File: config.mk
export PLATFORM = sky130hd
export DESIGN_NAME = load_controller
export DESIGN_NICKNAME = d
export VERILOG_FILES = /design/src/source/msdap_pkg.sv /design/src/source/load_controller.sv
export SDC_FILE = /design/constraint.sdc
export NUM_CORES = 1
export LEC_CHECK = 0
export BUFFER_PORTS_ARGS = -buffer_cell sky130_fd_sc_hd__buf_2
export CORE_MARGIN = 10
export CORE_UTILIZATION = 35
export CTS_CLUSTER_DIAMETER = 100
export DETAILED_ROUTE_END_ITERATION = 8
export GPL_TIMING_DRIVEN = 1
export PLACE_DENSITY = 0.64
export SETUP_SLACK_MARGIN = 0.2
export SLEW_MARGIN = 0
export SYNTH_ARGS = -nofsm -noshare
export SYNTH_HDL_FRONTEND = slang
export SYNTH_SLANG_ARGS = --single-unit
File: constraint.sdc
create_clock -name Sclk -period 1.84 [get_ports Sclk]
set_input_delay 0.276 -clock Sclk [delete_from_list [all_inputs] [get_ports Sclk]]
set_output_delay 0.276 -clock Sclk [all_outputs]
set_load 0.1 [all_outputs]
File: src/source/msdap_pkg.sv
`default_nettype none

package msdap_pkg;

  //////////////////////////////////////////////////
  // widths and default sizes
  //////////////////////////////////////////////////

  // serial word and datapath widths
  localparam int WORD_W     = 16;
  localparam int ACC_W      = 40;
  // sample lsb sits at this bit of the datapath
  localparam int FRAC_SHIFT = 16;

  localparam int DEF_NUM_GROUPS = 16;
  localparam int DEF_COEF_DEPTH = 512;
  // must cover the largest delay plus one
  localparam int DEF_HIST_DEPTH = 256;

  //////////////////////////////////////////////////
  // word formats
  //////////////////////////////////////////////////

  typedef struct packed {
    logic [6:0] unused;
    logic       neg;
    logic [7:0] delay;
  } coef_t;

  // same stored word, read as sample or as coefficient
  typedef union packed {
    logic signed [WORD_W-1:0] raw;
    coef_t                    coef;
  } word_t;

  typedef struct packed {
    word_t left;
    word_t right;
  } word_pair_t;

  // newest sample position in the history ring
  typedef struct packed {
    logic       wrapped;
    logic [7:0] index;
  } sample_tag_t;

  typedef enum logic [2:0] {
    ACC_IDLE,
    ACC_ADD,
    ACC_SUB,
    ACC_CLOSE,
    ACC_CLEAR
  } acc_op_t;

endpackage

`default_nettype wire

File: src/source/load_controller.sv
`timescale 1ns/1ps
`default_nettype none

module load_controller
#(
  parameter int NUM_GROUPS = msdap_pkg::DEF_NUM_GROUPS,
  parameter int COEF_DEPTH = msdap_pkg::DEF_COEF_DEPTH,
  parameter int HIST_DEPTH = msdap_pkg::DEF_HIST_DEPTH
)
(
  input  logic                          Sclk,
  input  logic                          Start,
  input  logic                          word_valid,
  input  logic                          busy_done,
  output logic                          rj_we,
  output logic                          coef_we,
  output logic                          hist_we,
  output logic [$clog2(COEF_DEPTH)-1:0] wr_index,
  output logic                          start,
  output msdap_pkg::sample_tag_t        tag,
  output logic                          in_ready
);

  import msdap_pkg::*;

  localparam int COEF_W = $clog2(COEF_DEPTH);

  typedef enum logic [1:0] {
    PH_RJ,
    PH_COEF,
    PH_RUN
  } phase_t;

  phase_t            phase;
  logic [COEF_W-1:0] word_cnt;
  logic              last_word;

  assign rj_we   = word_valid && (phase == PH_RJ);
  assign coef_we = word_valid && (phase == PH_COEF);
  // samples arriving mid computation are dropped here
  assign hist_we = word_valid && (phase == PH_RUN) && in_ready;
  assign start   = hist_we;

  assign wr_index  = (phase == PH_RUN) ? COEF_W'(tag.index) : word_cnt;
  assign last_word = (phase == PH_RJ) ? (word_cnt == COEF_W'(NUM_GROUPS - 1))
                                      : (word_cnt == COEF_W'(COEF_DEPTH - 1));

  always_ff @(posedge Sclk or negedge Start)
  begin
    if (!Start)
    begin
      phase    <= PH_RJ;
      word_cnt <= '0;
      tag      <= '0;
      in_ready <= 1'b1;
    end
    else
    begin
      // load phases, rj words then coefficients
      if (rj_we || coef_we)
      begin
        if (last_word)
        begin
          word_cnt <= '0;
          phase    <= (phase == PH_RJ) ? PH_COEF : PH_RUN;
        end
        else
        begin
          word_cnt <= word_cnt + 1'b1;
        end
      end

      // run phase, one sample in flight
      if (start)
      begin
        in_ready <= 1'b0;
        if (tag.index == 8'(HIST_DEPTH - 1))
        begin
          tag.index   <= '0;
          tag.wrapped <= 1'b1;
        end
        else
        begin
          tag.index <= tag.index + 1'b1;
        end
      end
      else if (busy_done)
      begin
        in_ready <= 1'b1;
      end
    end
  end

endmodule

`default_nettype wire

Word level (Yosys, flattened, before mapping)
Index checks and enable logic that the tools add are counted.

Flip-flop bits (word level): 21. Input port bits: 4. Output and inout port bits: 23.

$add $sub $neg: 2. Equal/unequal tests: 5. Multiplexer cells: 7. Reduce and logical (&&, ||, !) cells: 9.

Operator list (count): 9-bit 2-to-1 mux (2); 9-bit by 1-bit adder with 9-bit output (second input constant) (1); 9-bit by 4-bit equality test with 1-bit output (second input constant) (1); 9-bit equality test (second input constant) (1); 8-bit by 1-bit adder with 8-bit output (second input constant) (1); 8-bit equality test (second input constant) (1); 8-bit 2-to-1 mux (1); 1-bit logical AND (4); 2-bit AND reduction (2); 1-bit 2-to-1 mux (3); 2-bit by 1-bit equality test with 1-bit output (second input constant) (1); 2-bit equality test (second input constant) (1); 2-bit logical NOT (1); 2-bit 2-to-1 mux (1); 2-bit nonzero test (1); 1-bit logical OR (1).

Longest topological paths before layout
Gate-level depths: netlist (run 1).

Depth after elaboration: 4. Depth in mapped cells: 5. Gate-level depth less buffers: 5.

Least setup slack after synthesis (run 1)
OpenSTA, ideal clock, no wires.

Path kind: reg2out. Start: reg phase[1]. End: out wr_index[8]. Arrival time: 2101 ps. Setup slack: -537 ps. Cell stages (with the launch flop): 4. Cells stage by stage: dfrtp_1 nor2b_1 clkbuf_1 nor2b_1.

Longest elaborated chain between the ends: 2.

RTL lines: from (decl) (RTL line load_controller.sv:34) `phase_t phase;`; from (signal assigned) (RTL line load_controller.sv:65) `phase <= (phase == PH_RJ) ? PH_COEF : PH_RUN;`; 2-bit equality test (RTL line load_controller.sv:44) `assign wr_index = (phase == PH_RUN) ? COEF_W'(tag.index) : word_cnt;`; 9-bit 2-to-1 mux (RTL line load_controller.sv:44); to (decl) (RTL line load_controller.sv:18) `output logic [$clog2(COEF_DEPTH)-1:0] wr_index,`.

No other way between the ends.

Worst setup path in the final report (run 1)
Start: reg phase[0]. End: out wr_index[2].

Same word-level chain as after synthesis.

==> summary.txt, run 1 <==
DRC viols: 0
Data required, critical path: 1.56 ns
Worst R2R Start: phase[0]$_DFFE_PN0P_
CP max stage cell: dfrtp_2
HPWL after DPL: 1970 um
Max Slew Vio Count: 0
Largest net degree at the start of global routing: 22
Unrepaired setup endpoints after global routing: yes
Maxcap violations: 0
Worst-path clk slew: 0.12 ns
Antenna violations before repair: 0
Synth cell types: 30
Path depth of the worst reg2reg path: 6
Power Total: 2.19 mW
DR WL/cell: 14.3 um
DIE HEIGHT: 76.4 um
Register area: 542 um^2
Arrival time of the worst setup path: 1.56 ns
Ys Warns: 0
Critical path class: reg2out
PD cells: 1270 nW/um^2
Finished Cell Area: 1720 um^2
Area of the multi-input gates: 653 um^2
Number of antenna diodes: 0
First-pass GRT wire length: 4700 um
Final WL: 2710 um
Internal reg-to-reg setup slack: 0.13 ns
Die W: 76.4 um
# rows: 20
P_sw: 1.08 mW
Clock power share: 10.2%
Clock Path Buffers: 2
Slew HR: 67.6%
Core area: 3050 um^2
Avg Synthesized Cell Area: 10.4 um^2
Min-Delay Endpoint: in_ready$_DFFE_PN1P_
R2r endpoint: phase[0]$_DFFE_PN0P_
Detail Route Antenna Nets: 0
Fillcell total: 276
DR vias/cell: 4.84
Synthesized flop and latch total: 21
Boundary pin count: 27
Max VDD drop: 1260 uV
DRT Pass-1 Iters: 4
Post-Syn Nets: 113
Number of port buffers: 26
Logic pwr share: 60.7%
Clock Skew: 0.00765 ns
H-tree level count: 1
Critical path buffers and inverters: 2
Vias: 920
Area grow syn2layout: 54.4%
Final GP Congestion: 0.866
Sequential share of the synthesized area: 47.3%
Skew-Pair Late Insertion Delay: 0.30 ns
Layout cells sized above 1: 52.1%
Flop pwr share: 29.1%
Final period util: 99.8%
CTS tree: yes
Hold Vio Cnt, Final: 0
Clk sinks: 21
Post-Syn Instances: 107
Die ar.: 5840 um^2
Mapped Area: 1110 um^2
Crit-path cells: nor2b_4 > buf_8 > mux2_4 > buf_12
Crit-path max cell delay: 0.45 ns
Nets: 153
Fmax: 0.545 GHz
Iter 0 DRT Violations: 55
Slew @ Worst Pin: 0.489 ns
Outcome: completed
Net Sw Frac: 49.4%
Grt total ovfl: 0
Hold path startpoint: busy_done
Initial Util: 36.5%
Power Internal: 1.11 mW
Worst Path Max Fanout: 8
Hold WC Path Type: in2reg
Hold depth: 3
Final setup violating endpoints: 0
Leakage: 0.782 nW
Num CTS Buffers: 3
Root Buffer: clkbuf_4
CP Capture Type: output port
Type of origin of the critical path: register
Largest delay share family, worst path: flip-flops
Minimum clock period: 1.84 ns
Global Route Usage Sum: 9.65%
Placed standard-cell area: 1530 um^2
Vias in the first global route: 968
[synthesized netlist by cell type]
| cell | count | area, um^2 |
|---|---|---|
| and2_1 | 2 | 12.5 |
| clkbuf_1 | 1 | 3.75 |
| a21o_2 | 1 | 8.76 |
| xnor2_1 | 5 | 43.8 |
| inv_1 | 1 | 3.75 |
| mux2_4 | 1 | 15.0 |
| nor3_1 | 1 | 5.00 |
| nand4_1 | 7 | 43.8 |
| mux2_2 | 9 | 101 |
| o21ai_0 | 6 | 30.0 |
| ha_1 | 2 | 25.0 |
| nor2b_1 | 3 | 18.8 |
| xor2_1 | 5 | 43.8 |
| a21oi_1 | 1 | 5.00 |
| nor2_1 | 10 | 37.5 |
| or2_1 | 1 | 6.26 |
| nand3b_1 | 1 | 7.51 |
| buf_2 | 1 | 5.00 |
| buf_4 | 1 | 7.51 |
| or2b_2 | 1 | 8.76 |
| nand2_1 | 10 | 37.5 |
| a21oi_4 | 1 | 16.3 |
| and4b_1 | 2 | 20.0 |
| and3_2 | 1 | 7.51 |
| and3_1 | 3 | 18.8 |
| or3b_4 | 1 | 11.3 |
| dfstp_2 | 1 | 26.3 |
| dfrtp_1 | 20 | 500 |
| nand3_1 | 6 | 30.0 |
| nand2b_1 | 2 | 12.5 |
[tightest hold or removal path, cell delays in order]
cell and delay (ns):
buf_2 0.09, nor2_1 0.08, nor2_1 0.05
[power groups by stage]
| stage | Sequential [mW] | Combinational (mW) | Clock (mW) |
|---|---|---|---|
| 4_1_cts | 0.633 | 1.33 | 0.226 |
| 3_5_place_dp | 0.646 | 1.25 | 0 |
| 2_1_floorplan | 0.758 | 0.726 | 0 |
| 3_3_place_gp | 0.644 | 1.24 | 0 |
| 6_report | 0.637 | 1.33 | 0.222 |
| 5_1_grt | 0.651 | 1.39 | 0.256 |
[kinds of logic after synthesis]
kind of cell / count (synthesis) / synth area share, %
xor gates and xnor gates: 10 / 7.86
muxes: 10 / 10.4
adders and majority gates: 2 / 2.25
AOI/OAI and AO/OA: 9 / 5.39
and+or+nand+nor: 51 / 24.9
buffers and inverters: 4 / 1.80
DFF: 21 / 47.3
[layout make-up]
cell class	instances	area share, %
multi-input cells	82	38.0
flip-flops and latches	21	31.5
repair buffers	38	25.5
well taps	44	3.20
clock buffers	3	1.31
clock inverters	1	0.291
inverters	1	0.218
[placed cells by master, fill, tap and decap left out, drive strengths merged, types with 2 or more instances in the layout]
master	synthesis	layout
buf	2	37
dfrtp	20	20
mux2	10	10
nand2	10	10
nor2	10	10
nand4	7	7
nand3	6	6
o21ai	6	6
xnor2	5	5
xor2	5	5
and3	4	4
nor2b	3	3
clkbuf	1	3
nand2b	2	2
ha	2	2
and2	2	2
and4b	2	2
a21oi	2	2
[timing repair]
item	CTS	global route
cloned	0	0
endpoints found under the setup margin	15	20
gates resized for setup	23	6
hold buffers	1	0
endpoints found under the hold margin	20	0
buffers inserted	5	2
pin swaps	3	2
[per-layer routing]
| metal | track usage, % | vias to the layer above | routed length, um | part of all wire [%] |
|---|---|---|---|---|
| met2 | 14.6 | 17 | 1290 | 47 |
| li1 | - | 457 | - | - |
| met4 | 4.83 | 0 | 34 | 1.3 |
| met1 | 11.8 | 444 | 1240 | 46 |
| met5 | 0 | - | 0 | 0 |
| met3 | 3.42 | 2 | 144 | 5.3 |
[metrics by stage]
step | std cells | hold WS [ns] | setup WS (ns) | setup TNS [ns] | utilization [%]
3_5_place_dp | 178 | 0.258 | 0.0890 | 0 | 50.2
3_3_place_gp | 178 | 0.256 | 0.148 | 0 | 50.2
2_1_floorplan | 107 | -0.0196 | 0.0767 | 0 | -
4_1_cts | 188 | 0.175 | 0.0192 | 0 | 55.1
5_1_grt | 190 | 0.224 | -0.0574 | -0.432 | 56.3
6_report | 190 | 0.185 | 0.00426 | 0 | 56.3
[flip-flops by register name, summed over array words and instances (netlist names)]
register,cells
in_ready,1
phase,2
tag,9
word_cnt,9
[how the worst max path moves through the flow]
stage                                     from              endpoint  slack (ns)  depth (start not counted)
after CTS                 phase[0]$_DFFE_PN0P_           wr_index[2]        0.02                          4
after floorplan           in_ready$_DFFE_PN1P_                 start        0.08                          3
final                     phase[0]$_DFFE_PN0P_           wr_index[2]       0.004                          4
after global routing      phase[0]$_DFFE_PN0P_           wr_index[1]       -0.06                          4
after global placement    phase[0]$_DFFE_PN0P_           wr_index[2]        0.15                          4
after detailed placement  phase[1]$_DFFE_PN0P_  phase[0]$_DFFE_PN0P_        0.09                          4
No activity file was read; power rests on OpenSTA's default activity.
==> run 2: changes to the inputs <==
Settings changed: CELL_PAD_IN_SITES_DETAIL_PLACEMENT set to 1, CELL_PAD_IN_SITES_GLOBAL_PLACEMENT set to 1, PLACE_DENSITY 0.64 to 0.78.
==> summary.txt, run 2 (synthesis gave the netlist of run 1 again) <==
First-pass GRT wire length: 5270 um (+12%)
DIE HEIGHT: 76.4 um (unchanged)
Max VDD drop: 785 uV (-38%)
# rows: 20 (unchanged)
Setup TNS Final: -0.488 ns (-0.488 ns)
DRT Pass-1 Iters: 4 (unchanged)
Maxcap violations: 0 (unchanged)
Clk sinks: 21 (unchanged)
Hold Vio Cnt, Final: 0 (unchanged)
Hold depth: 3 (unchanged)
Largest registers: tag x9, word_cnt x9, phase x2
Path depth of the worst reg2reg path: 8 (+2)
Register area: 544 um^2 (+0.46%)
Internal reg-to-reg setup slack: 0.07 ns (-0.06 ns)
Arrival time of the worst setup path: 1.63 ns (+0.07 ns)
Slew @ Worst Pin: 0.505 ns (+0.0159 ns)
Slew HR: 66.6% (-1.1 points)
DRC viols: 0 (unchanged)
Num CTS Buffers: 3 (unchanged)
Layout cells sized above 1: 53.0% (+0.97 points)
Global Route Usage Sum: 11.1% (+1.4 points)
Grt total ovfl: 0 (unchanged)
Die W: 76.4 um (unchanged)
Boundary pin count: 27 (unchanged)
Clock power share: 11.1% (+0.9 points)
Worst Path Max Fanout: 4 (-4)
DR vias/cell: 5.03 (+3.8%)
Worst-path clk slew: 0.14 ns (+0.02 ns)
Power Total: 2.26 mW (+3.5%)
Vias: 970 (+5.4%)
Type of origin of the critical path: register
Clock Path Buffers: 2 (unchanged)
Initial Util: 36.5% (unchanged)
Area grow syn2layout: 57.3%
Area of the multi-input gates: 649 um^2 (-0.57%)
Flop pwr share: 28.8% (-0.3 points)
Skew-Pair Late Insertion Delay: 0.34 ns (+0.04 ns)
Core Util, Final: 57.4% (+1.1 points)
Commonest non-fill, non-tap cell in the layout: buf_12
Hold WC Path Type: in2reg
HPWL after DPL: 2370 um (+20%)
Number of port buffers: 26 (unchanged)
CP Capture Type: output port
Cells after DPL: 179 (+0.56%)
Finished Cell Area: 1750 um^2 (+1.9%)
Final GP Congestion: 0.810 (-6.5%)
Detail Route Antenna Nets: 0 (unchanged)
Final period util: 104% (+3.9 points)
Outcome: finished with violations
Die ar.: 5840 um^2 (unchanged)
Final setup violating endpoints: 10 (+10)
Iter 0 DRT Violations: 55 (unchanged)
P_sw: 1.14 mW (+5.6%)
Clock Skew: 0.0129 ns (+0.00526 ns)
Nets: 156 (+2.0%)
Largest net degree at the start of global routing: 22 (unchanged)
Root Buffer: clkbuf_4
Most frequent cells in the layout: buf_12 (13), buf_2 (12), dfrtp_2 (11), mux2_4 (10), nand2_1 (10)
Minimum clock period: 1.91 ns (+0.0709 ns)
H-tree level count: 1 (unchanged)
Leakage: 0.802 nW (+2.6%)
Max Slew Vio Count: 0 (unchanged)
PD cells: 1290 nW/um^2 (+1.6%)
Number of antenna diodes: 0 (unchanged)
DR WL/cell: 17.4 um (+22%)
Unrepaired setup endpoints after global routing: yes
Data required, critical path: 1.56 ns (about the same)
Net Sw Frac: 50.4% (+0.99 points)
Critical path class: reg2out
Logic pwr share: 60.1% (-0.6 points)
Vias in the first global route: 1079 (+11%)
Final WL: 3370 um (+24%)
Fmax: 0.524 GHz (-3.7%)
Final Worst Setup Slack: -0.0666 ns (-0.0709 ns)
Core area: 3050 um^2 (unchanged)
Placed standard-cell area: 1540 um^2 (+0.49%)
CTS tree: yes
Antenna violations before repair: 0 (unchanged)
Power Internal: 1.12 mW (+1.4%)
Failing checks: setup timing
Fin cells: 193 (+1.6%)
Fillcell total: 335 (+21%)
==> run 2: cell types whose count changed in the layout (fill, tap and decap cells not counted), sizes merged <==
cell,previous run,this run
clkinvlp,0,1
clkinv,1,0
buf,37,40
==> run 2: power groups by stage <==
| stage | registers, mW | clock network, mW | logic [mW] |
|---|---|---|---|
| global route | 0.666 | 0.281 | 1.41 |
| finish | 0.651 | 0.252 | 1.36 |
| detailed placement | 0.649 | 0 | 1.28 |
| floorplan | 0.758 | 0 | 0.726 |
| CTS | 0.643 | 0.254 | 1.35 |
| global placement | 0.640 | 0 | 1.25 |
==> run 2: what timing repair did <==
| action | 4_1_cts | 5_1_grt |
|---|---|---|
| gates cloned | 0 | 1 |
| hold buffers | 1 | 0 |
| pin swaps | 3 | 6 |
| gates resized for setup | 21 | 11 |
| setup endpoints to repair | 18 | 21 |
| buffers inserted | 5 | 3 |
| endpoints found under the hold margin | 20 | 0 |
==> run 2: path summary, 6_finish.rpt <==
path,start,to
max reg2reg,phase[0]$_DFFE_PN0P_,tag[3]$_DFFE_PN0P_
min reg2reg,tag[8]$_DFFE_PN0P_,tag[8]$_DFFE_PN0P_
min in group asynchronous,Start,tag[1]$_DFFE_PN0P_
max in group asynchronous,Start,word_cnt[6]$_DFFE_PN0P_
min,busy_done,in_ready$_DFFE_PN1P_
max,phase[0]$_DFFE_PN0P_,start
==> run 2: worst max-delay path, cell delays in order (launching register included) <==
cell and delay (ns):
dfrtp_2 0.47, buf_6 0.13, buf_6 0.10, and4b_4 0.39, buf_12 0.19
==> run 2: per-stage QoR <==
| step | hold slack [ns] | setup WS [ns] |
|---|---|---|
| detailed placement | 0.269 | 0.0906 |
| CTS | 0.173 | -0.0784 |
| floorplan | -0.0196 | 0.0767 |
| global placement | 0.258 | 0.159 |
| finish | 0.147 | -0.0666 |
| global route | 0.177 | -0.115 |
==> run 2: layer usage <==
metal	GRT usage [%]	vias to the layer above	routed length, um
met4	5.58	0	63
li1	-	455	-
met3	3.42	7	174
met5	0	-	0
met2	19.0	23	1750
met1	12.0	485	1380
==> run 2: cell type report <==
type	instances	area share [%]
clock buffer	3	1.29
tap	44	3.14
sequential	21	31.1
inverter	1	0.214
multi-input combinational	82	37.1
timing repair buffer	41	26.8
clock inverter	1	0.429
==> run 3: changes to the inputs <==
Settings changed: ABC_AREA set to 1, PLACE_DENSITY 0.78 to 0.81.
==> summary.txt, run 3 <==
Fmax: 0.573 GHz (+9.3%)
Largest net degree at the start of global routing: 22 (unchanged)
Root Buffer: clkbuf_4
Most frequent cells in the layout: nand2_1 (48), inv_1 (21), nor2_1 (21), buf_12 (15)
Clock Path Buffers: 2 (unchanged)
Antenna violations before repair: 0 (unchanged)
Type of origin of the critical path: register
First-pass GRT wire length: 6800 um (+29%)
DR WL/cell: 15.5 um (-11%)
Hold path startpoint: busy_done
Minimum clock period: 1.74 ns (-0.162 ns)
Area grow syn2layout: 54.8%
Detail Route Antenna Nets: 0 (unchanged)
P_sw: 181 uW (-84%)
Unrepaired setup endpoints after global routing: yes
Layout cells sized above 1: 41.0% (-12 points)
Placed standard-cell area: 1740 um^2 (+13%)
Final Worst Setup Slack: 0.0951 ns (+0.162 ns)
Iter 0 DRT Violations: 24 (-56%)
Avg Synthesized Cell Area: 7.27 um^2 (-30%)
Finished Cell Area: 1960 um^2 (+12%)
Final GP Congestion: 0.856 (+5.7%)
Origin of the worst setup path: phase[1]$_DFFE_PN0P_
Fillcell total: 400 (+19%)
Initial Util: 37.0% (+0.56 points)
Nets: 217 (+39%)
Data required, critical path: 1.56 ns (about the same)
Global Route Usage Sum: 13.2% (+2.1 points)
Skew-Pair Late Insertion Delay: 0.33 ns (about the same)
Vias: 1227 (+26%)
Maxcap violations: 0 (unchanged)
Critical path class: reg2out
Number of antenna diodes: 0 (unchanged)
Outcome: completed
Post-Syn Instances: 174 (+63%)
HPWL after DPL: 2940 um (+24%)
Clock power share: 34.2% (+23 points)
Clk sinks: 21 (unchanged)
Most repeated library cell on the critical path: buf_12
Commonest non-fill, non-tap cell in the layout: nand2_1
Area contributors post-synth: dfrtp_1 (40%), nand2_1 (15%), nor2_1 (7.4%)
Number of port buffers: 26 (unchanged)
Clock Skew: 0.00235 ns (-0.0106 ns)
Logic pwr share: 2.4% (-58 points)
DR vias/cell: 4.79 (-4.6%)
Slew @ Worst Pin: 0.494 ns (-0.0109 ns)
Grt total ovfl: 0 (unchanged)
Mapped Area: 1260 um^2 (+14%)
Slew HR: 67.1% (+0.50 points)
H-tree level count: 1 (unchanged)
Core Util, Final: 57.3% (about the same)
Final period util: 94.8% (-8.8 points)
Ys Warns: 0 (unchanged)
Max Slew Vio Count: 0 (unchanged)
Core area: 3420 um^2 (+12%)
Crit-path cells: nand2_4 > buf_12 > nand2_1 > o21ai_4 > buf_12
Crit-path max cell delay: 0.45 ns (-0.02 ns)
Cells after DPL: 244 (+36%)
Leakage: 0.939 nW (+17%)
Net Sw Frac: 24.8% (-26 points)
Die ar.: 6420 um^2 (+10%)
Synthesized flop and latch total: 21 (unchanged)
# rows: 21 (+5.0%)
Power Internal: 548 uW (-51%)
Cell taking the most area after synthesis: dfrtp_1
Max VDD drop: 152 uV (-81%)
Power Total: 728 uW (-68%)
DRT Pass-1 Iters: 4 (unchanged)
Hold WC Path Type: in2reg
Flop pwr share: 63.3% (+35 points)
Arrival time of the worst setup path: 1.47 ns (-0.16 ns)
CTS tree: yes
Sequential share of the synthesized area: 41.6% (-5.7 points)
Predominant post-synthesis flop cell: dfrtp_1
Number of synthesized flops with an enable pin: 0 (unchanged)
Commonest cells in the netlist: nand2_1 (50), nor2_1 (25), inv_1 (22)
Pre-CTS WS: 0.289 ns (+0.198 ns)
Synth top area share: 39.6% (-5.4 points)
Num CTS Buffers: 3 (unchanged)
Worst R2R Start: phase[0]$_DFFE_PN0P_
Fin cells: 256 (+33%)
Final WL: 3980 um (+18%)
Hold Vio Cnt, Final: 0 (unchanged)
PD cells: 372 nW/um^2 (-71%)
DRC viols: 0 (unchanged)
Largest registers: tag x9, word_cnt x9, phase x2
Async set-or-reset flop fraction in the synthesized netlist: 100% (unchanged)
Worst Path Max Fanout: 14 (+10)
DIE HEIGHT: 80.1 um (+4.9%)
Synth cell types: 26 (-13%)
Worst-path clk slew: 0.13 ns (about the same)
Die W: 80.1 um (+4.9%)
CP max stage cell: dfrtp_1
Most frequent cell after synthesis: nand2_1
Final setup violating endpoints: 0 (-10)
CP Capture Type: output port
Post-Syn Nets: 180 (+59%)
Boundary pin count: 27 (unchanged)
Vias in the first global route: 1407 (+30%)
## run 3: cell types whose count changed in the layout (fill, tap and decap cells not counted), moves of 4 or more
| cell | before | now |
|---|---|---|
| buf_4 | 9 | 5 |
| buf_6 | 5 | 1 |
| dfrtp_2 | 11 | 2 |
| dfrtp_4 | 0 | 6 |
| inv_1 | 1 | 21 |
| inv_2 | 0 | 5 |
| mux2_4 | 10 | 0 |
| nand2_1 | 10 | 48 |
| nand4_1 | 7 | 3 |
| nor2_1 | 9 | 21 |
| nor2_2 | 0 | 4 |
| nor2_4 | 1 | 7 |
| o21ai_4 | 0 | 8 |
## run 3: path summary, 6_finish.rpt
| path | to | slack [ns] | cells after the start |
|---|---|---|---|
| max | wr_index[4] | 0.1 | 5 |
| max in group asynchronous | tag[5]$_DFFE_PN0P_ | 1.05 | 2 |
| min in group asynchronous | tag[8]$_DFFE_PN0P_ | 0.42 | 2 |
| min | in_ready$_DFFE_PN1P_ | 0.18 | 3 |
| min reg2reg | tag[8]$_DFFE_PN0P_ | 0.49 | 1 |
| max reg2reg | tag[6]$_DFFE_PN0P_ | 0.23 | 11 |
## run 3: cells by family (layout without fill, tap and decap cells)
family                     Yosys count  after routing  synth area share, %
adders and majority gates            2              2                 1.98
AOI/OAI and AO/OA                   14             14                 6.13
and+or+nand+nor                    102            102                 37.3
DFF                                 21             21                 41.6
buffers and inverters               31             67                 10.2
xor gates and xnor gates             4              4                 2.77
## run 3: through the flow
| step | TNS [ns] | hold slack, ns |
|---|---|---|
| CTS | 0 | 0.165 |
| global route | 0 | 0.200 |
| finish | 0 | 0.176 |
| detailed placement | 0 | 0.271 |
| floorplan | -0.491 | -0.0196 |
| global placement | 0 | 0.265 |
## run 3: area by class of cell
cell class / instances / area [um^2] / share of cell area (%)
clock buffer: 3 / 22.5 / 1.15
clock inverter: 1 / 5.00 / 0.256
inverter: 28 / 120 / 6.13
multi-input combinational: 122 / 763 / 39.0
sequential: 21 / 556 / 28.4
tap: 46 / 57.6 / 2.94
timing repair buffer: 35 / 434 / 22.2
## run 3: timing repair
| action | 4_1_cts | 5_1_grt |
|---|---|---|
| buffers inserted | 3 | 4 |
| pin swaps | 2 | 1 |
| endpoints found under the hold margin | 20 | 0 |
| resized for setup | 10 | 22 |
| endpoints found under the setup margin | 14 | 17 |
| hold buffers | 1 | 0 |
## run 3: routing by layer
layer / vias to the layer above / global-route usage (%) / routed length (um)
li1: 601 / - / -
met1: 598 / 14.2 / 1540
met3: 7 / 3.56 / 172
met2: 21 / 23.6 / 2200
met5: - / 0 / 0
met4: 0 / 5.81 / 68
## run 3: worst max-delay path: cells and delay by family (launching register included)
family	cells	cell delay [ns]
DFF	1	0.45
buffers and inverters	2	0.36
and+or+nand+nor	2	0.23
AOI/OAI and AO/OA	1	0.09
## run 3: power by group through the flow
| stage | logic, mW | clock network (mW) | registers, mW |
|---|---|---|---|
| after floorplan | 0.00194 | 0 | 0.470 |
| after global placement | 0.0161 | 0 | 0.470 |
| after detailed placement | 0.0165 | 0 | 0.470 |
| after CTS | 0.0181 | 0.261 | 0.461 |
| after global routing | 0.0204 | 0.280 | 0.461 |
| final | 0.0178 | 0.249 | 0.461 |
